**config.mk**
```make
export PLATFORM = sky130hd
export DESIGN_NAME = request_queue
export DESIGN_NICKNAME = d
export VERILOG_FILES = /design/src/design/request_queue.sv
export SDC_FILE = /design/constraint.sdc
export NUM_CORES = 1
export LEC_CHECK = 0
export BUFFER_PORTS_ARGS = -buffer_cell sky130_fd_sc_hd__buf_2
export CORE_ASPECT_RATIO = 0.75
export CORE_MARGIN = 2
export CORE_UTILIZATION = 57
export CTS_CLUSTER_SIZE = 25
export DETAILED_ROUTE_END_ITERATION = 10
export PLACE_DENSITY = 0.79
export SKIP_CTS_REPAIR_TIMING = 1
export SLEW_MARGIN = 20
export SYNTH_ARGS = -nofsm -noshare
export SYNTH_HDL_FRONTEND = slang
export SYNTH_SLANG_ARGS = --single-unit
```
**constraint.sdc**
```tcl
create_clock -name HCLK -period 3.2 [get_ports HCLK]
set_clock_uncertainty 0.05 [all_clocks]
set_input_delay 0.32 -clock HCLK [delete_from_list [all_inputs] [get_ports HCLK]]
set_output_delay 0.32 -clock HCLK [all_outputs]
set_load 0.05 [all_outputs]
```
**src/design/request_queue.sv**
```systemverilog
`timescale 1ns/1ps
`default_nettype none

module request_queue #(
  parameter int DEPTH = 4,
  parameter int XLEN  = 32,
  parameter int PLEN  = 32
) (
  input  wire              HCLK,
  input  wire              arst_n_i,
  input  wire              push_i,
  input  wire              push_we_i,
  input  wire  [2:0]       push_size_i,
  input  wire  [PLEN-1:0]  push_adr_i,
  input  wire  [XLEN-1:0]  push_d_i,
  input  wire              push_fault_i,
  input  wire              pop_i,
  output logic             full_o,
  output logic             not_empty_o,
  output logic             head_we_o,
  output logic [2:0]       head_size_o,
  output logic [PLEN-1:0]  head_adr_o,
  output logic [XLEN-1:0]  head_d_o,
  output logic             head_fault_o
);

  localparam int PW = (DEPTH > 1) ? $clog2(DEPTH) : 1;
  localparam int CW = $clog2(DEPTH + 1);

  // Entry storage
  logic            we_mem    [DEPTH];
  logic [2:0]      size_mem  [DEPTH];
  logic [PLEN-1:0] adr_mem   [DEPTH];
  logic [XLEN-1:0] d_mem     [DEPTH];
  logic            fault_mem [DEPTH];

  logic [PW-1:0]   wr_ptr;
  logic [PW-1:0]   rd_ptr;
  logic [CW-1:0]   count;
  logic            do_push;
  logic            do_pop;

  // A pop in the same cycle frees a slot
  assign full_o      = (count == CW'(DEPTH)) & ~pop_i;
  assign not_empty_o = (count != '0);
  assign do_push     = push_i & ~full_o;
  assign do_pop      = pop_i & not_empty_o;

  always_ff @(posedge HCLK or negedge arst_n_i) begin
    if (!arst_n_i) begin
      wr_ptr <= '0;
      rd_ptr <= '0;
      count  <= '0;
    end else begin
      // Pointers wrap at DEPTH
      if (do_push) begin
        wr_ptr <= (wr_ptr == PW'(DEPTH - 1)) ? '0 : wr_ptr + 1'b1;
      end
      if (do_pop) begin
        rd_ptr <= (rd_ptr == PW'(DEPTH - 1)) ? '0 : rd_ptr + 1'b1;
      end
      if (do_push && !do_pop) begin
        count <= count + 1'b1;
      end else if (do_pop && !do_push) begin
        count <= count - 1'b1;
      end
    end
  end

  always_ff @(posedge HCLK) begin
    if (do_push) begin
      we_mem[wr_ptr]    <= push_we_i;
      size_mem[wr_ptr]  <= push_size_i;
      adr_mem[wr_ptr]   <= push_adr_i;
      d_mem[wr_ptr]     <= push_d_i;
      fault_mem[wr_ptr] <= push_fault_i;
    end
  end

  // First word fall through
  assign head_we_o    = we_mem[rd_ptr];
  assign head_size_o  = size_mem[rd_ptr];
  assign head_adr_o   = adr_mem[rd_ptr];
  assign head_d_o     = d_mem[rd_ptr];
  assign head_fault_o = fault_mem[rd_ptr];

endmodule

`default_nettype wire

```
After elaboration in Yosys (flattened, before gate mapping)
Memory sizes are Yosys's and may differ from the RTL's.
Cells that the tools add are included.
{"block": "op_classes", "reduce_logical": 6, "addsub": 4, "n_bitwise": 5, "muxes": 6, "n_eq_ne": 3}
{"cell": "3-bit two-way mux", "count": 2}
{"cell": "2-bit by 1-bit adder with 2-bit output, second input constant", "count": 2}
{"cell": "2-bit equality test, second input constant", "count": 2}
{"cell": "2-bit two-way mux", "count": 2}
{"cell": "3-bit by 1-bit adder with 3-bit output, second input constant", "count": 1}
{"cell": "1-bit bitwise AND", "count": 3}
{"cell": "3-bit equality test, second input constant", "count": 1}
{"cell": "3-bit nonzero test", "count": 1}
{"cell": "3-bit by 1-bit subtractor with 3-bit output, second input constant", "count": 1}
{"cell": "1-bit logical AND", "count": 2}
{"cell": "1-bit zero test", "count": 2}
{"cell": "1-bit two-way mux", "count": 2}
{"cell": "1-bit inverter", "count": 2}
{"cell": "2-bit nonzero test", "count": 1}
{"block": "totals", "reg_bits": 7, "mem_count": 5, "out_inout_bits": 71, "in_bits": 73, "wordCells": 32, "mem_bits_rw": 276}
{"name": "adr_mem", "depth": 4, "width": 32, "rd": 1, "rd_clocked_by_memory_dff": 0, "wr": 1, "line_no": "33", "source": "logic [PLEN-1:0] adr_mem [DEPTH];"}
{"name": "d_mem", "depth": 4, "width": 32, "rd": 1, "rd_clocked_by_memory_dff": 0, "wr": 1, "line_no": "34", "source": "logic [XLEN-1:0] d_mem [DEPTH];"}
{"name": "size_mem", "depth": 4, "width": 3, "rd": 1, "rd_clocked_by_memory_dff": 0, "wr": 1, "line_no": "32", "source": "logic [2:0] size_mem [DEPTH];"}
{"name": "fault_mem", "depth": 4, "width": 1, "rd": 1, "rd_clocked_by_memory_dff": 0, "wr": 1, "line_no": "35", "source": "logic fault_mem [DEPTH];"}
{"name": "we_mem", "depth": 4, "width": 1, "rd": 1, "rd_clocked_by_memory_dff": 0, "wr": 1, "line_no": "31", "source": "logic we_mem [DEPTH];"}

Longest topological paths before layout
{"block": "logic_depth", "depth_word": 8, "depth_mapped": 9, "ltp_nobuf": 8}

Least setup slack after synthesis
OpenSTA, ideal clock, no wires.
{"block": "synth_timing", "path_kind": "reg-to-reg", "start": "register count[0]", "end": "memory adr_mem[1][0], enable pin", "synth_period_minus_slack_ns": 2.973, "path_buffers": 1, "t_arrival_ns": 2.489, "path_stages_with_launch": 5, "t_required_ns": 2.715, "setup_time_ns": 0.435, "setup_slack_ns": 0.227, "path_cell_list": "dfrtp_1 > nor4b_4 > nor2b_1 > buf_6 > and2_1"}
{"block": "synth_between", "elab_chain_cells": 6}
{"item": "start, declared", "line_no": "39", "source": "logic [CW-1:0] count;"}
{"item": "start signal, assigned", "line_no": "63", "source": "count <= count + 1'b1;"}
{"item": "start signal, assigned", "line_no": "65", "source": "count <= count - 1'b1;"}
{"item": "3-bit equality test", "line_no": "44", "source": "assign full_o = (count == CW'(DEPTH)) & ~pop_i;"}
{"item": "1-bit bitwise AND", "line_no": "44"}
{"item": "named net full_o", "line_no": "18", "source": "output logic full_o,"}
{"item": "1-bit inverter", "line_no": "46", "source": "assign do_push = push_i & ~full_o;"}
{"item": "1-bit bitwise AND", "line_no": "46"}
{"item": "named net do_push", "line_no": "40", "source": "logic do_push;"}
{"item": "1-bit two-way mux", "line_no": "71", "source": "if (do_push) begin"}
{"item": "1-bit two-way mux (not written as such)", "line_no": "74", "source": "adr_mem[wr_ptr] <= push_adr_i;"}
{"item": "end, declared", "line_no": "33"}
The timed path passes the listed nets, and every way through them passes these cells.

Worst setup path after layout
{"block": "layout_timing", "start": "register rd_ptr[0]", "end": "output head_adr_o[21]"}
{"block": "layout_between", "elab_chain_cells": 1}
{"item": "start, declared", "line_no": "38", "source": "logic [PW-1:0] rd_ptr;"}
{"item": "start signal, assigned", "line_no": "60", "source": "rd_ptr <= (rd_ptr == PW'(DEPTH - 1)) ? '0 : rd_ptr + 1'b1;"}
{"item": "memory 4 x 32 bit"}
{"item": "end, declared", "line_no": "22", "source": "output logic [PLEN-1:0] head_adr_o,"}
Every way passes these cells.

==> metrics.txt <==
status=finished clean; syn_area_per_cell=26.2 µm²; commonest non-fill, non-tap cell in the layout=edfxtp_1; P per Cell Area=1030 nW/µm²; met3 WL post-DR=1.56 mm; final WL=19.4 mm; worst hold start=push_adr_i[10]; fin crit period=2.78 ns; worst r2r src=count[2]; setup_tns=0 ns; Worst-Skew Late Latency=0.52 ns; crit share post-route=0.868; Syn Inst Count=398; pre-CTS setup slack=approximately 0.83 ns; Tot GR Track Use=0.191; Max rail drop VDD=roughly 0.90 mV; LEAKAGE=4.52 nW; register bit total from synthesis=283; Iteration-0 DRC Markers=470; antenna violations before repair=1; Final Hold Vio Count=0; # IOs=about 140; Filler cells=1,057; Ys Warns=0; Hold Slack=0.0192 ns; Die Span Y=121 µm; WS Path Type=reg2out; DRC Markers=0; initial core utilization=0.586; Clock Sinks=283; Core Region=17,800 µm²; most frequent cells in the layout=edfxtp_1, buf_2, mux4_2, dlygate4sd3_1, clkbuf_16; met2 wire length=9.59 mm; die width=160 µm; worst-case clock buffer depth=3; detailed-route wire length per cell=between 20 and 25 µm; max layer used=met5; die area=19,400 µm²; Reg clk slew, reported paths=0.06 ns; ant diodes=0; syn nets=478; RSZ-0062 raised after global routing=false; global-route wire length before repair=27.8 mm; worst rel slew slack=0.578; # setup viols final=0; Max Cap Viol=0; global route overflow=0; DP Wirelength=11.3 mm; Worst Setup Start Kind=flip-flop; Layout area overhead=24.8%; Critical path origin=rd_ptr[0]; Final nets=between 700 and 800; multi-input logic area=around 1800 µm²; endpoint type of the worst setup path=primary output; GP Congestion=slightly below 0.8; 1st-pass router iterations=5; total chip power=~13 mW; met1 WL=8.04 mm; WP data required=2.83 ns; vias=4,973; H-tree levels=1; Netlist cell types=21; CP max FO=30; Fmax=360 MHz; Inserted Clock Buffers=26; max-slew violations=0; Post-DRT Antenna Nets=0; via/cell ratio=5.56; cell area after layout=13,000 µm²; pin count of the biggest net entering global routing=40; DP Area=11,500 µm²; vias in the first global route=approximately 4,900; clock root cell=clkbuf_16; critical path arrival=roughly 2.4 ns; Reg area=between 8000 and 9000 µm²; Mapped Area=around 10,000 µm²; CTS tree=done; Tightest Hold Check Type=in2reg; share of cells above drive strength 1=0.417; Port Buffers=143; Worst-Margin Slew=0.632 ns; sequential share of the synthesized area=0.813; row count=42; PnR worst setup slack=0.422 ns
## cell usage after synthesis (all sizes together)
library cell	instances	area, µm²
fa	1	20.0
and2	4	25.0
mux2	5	63.8
clkbuf	2	8.75
xnor2	1	8.76
buf	15	114
inv	3	11.3
edfxtp	276	8290
or3	1	6.26
dfrtp	7	175
nor2	3	11.3
nand2	1	3.75
ha	6	75.1
nor2b	1	6.26
xor2	2	17.5
mux4	69	1550
nor4b	1	23.8
## metrics by stage
step	std cells	utilization
4_1_cts	825	0.693
5_1_grt	894	0.732
2_1_floorplan	398	-
3_5_place_dp	778	0.646
6_report	894	0.732
3_3_place_gp	778	0.646
## flip-flops by register name, indices dropped and copies added, names as in the netlist
signal     count
wr_ptr         2
size_mem      12
we_mem         4
adr_mem      128
count          3
rd_ptr         2
d_mem        128
fault_mem      4
## final cells by class
type / instances / area share
Sequential cell: 283 / 0.652
Multi-Input combinational cell: 95 / 0.140
Timing Repair Buffer: 224 / 0.119
Clock buffer: 32 / 0.0534
Tap cell: 242 / 0.0233
Clock inverter: 15 / 0.0114
Inverter: 3 / 0.000866
## layer usage
metal	GRT usage	vias up
met5	0	-
met4	0.0456	2
met3	0.0509	18
met2	0.295	200
met1	0.281	2575
li1	-	2178
## final timing paths
check | to | slack [ns] | cells after the start
max in group asynchronous | rd_ptr[0] | 2.78 | 2
worst max register to register | count[2] | 0.81 | 8
worst min register to register | count[2] | 0.46 | 1
min in group asynchronous | wr_ptr[1] | 0.13 | 2
worst min-delay path | adr_mem[0][10] | 0.02 | 1
worst max-delay path | head_adr_o[21] | 0.42 | 3
## report_power, final
| part | internal (mW) | switching (mW) |
|---|---|---|
| logic | 1.62 | 3.44 |
| clock network | 1.78 | 1.25 |
| registers | 4.89 | 0.367 |
| total | 8.29 | 5.06 |
## worst max-delay path, stage by stage, from the launching register on
cell and delay, ns:
dfrtp_4 0.74, buf_12 0.31, mux4_2 0.59, buf_2 0.24
## logic make-up (layout without fill, tap and decap cells)
group,count (synthesis),count (layout),share of synthesized area
flops,283,283,0.813
xor+xnor,3,3,0.00252
simple gates,11,11,0.00733
fa+ha+maj,7,7,0.00913
mux,74,74,0.155
buf+inv,20,274,0.0129
No activity file was read; power rests on OpenSTA's default activity.
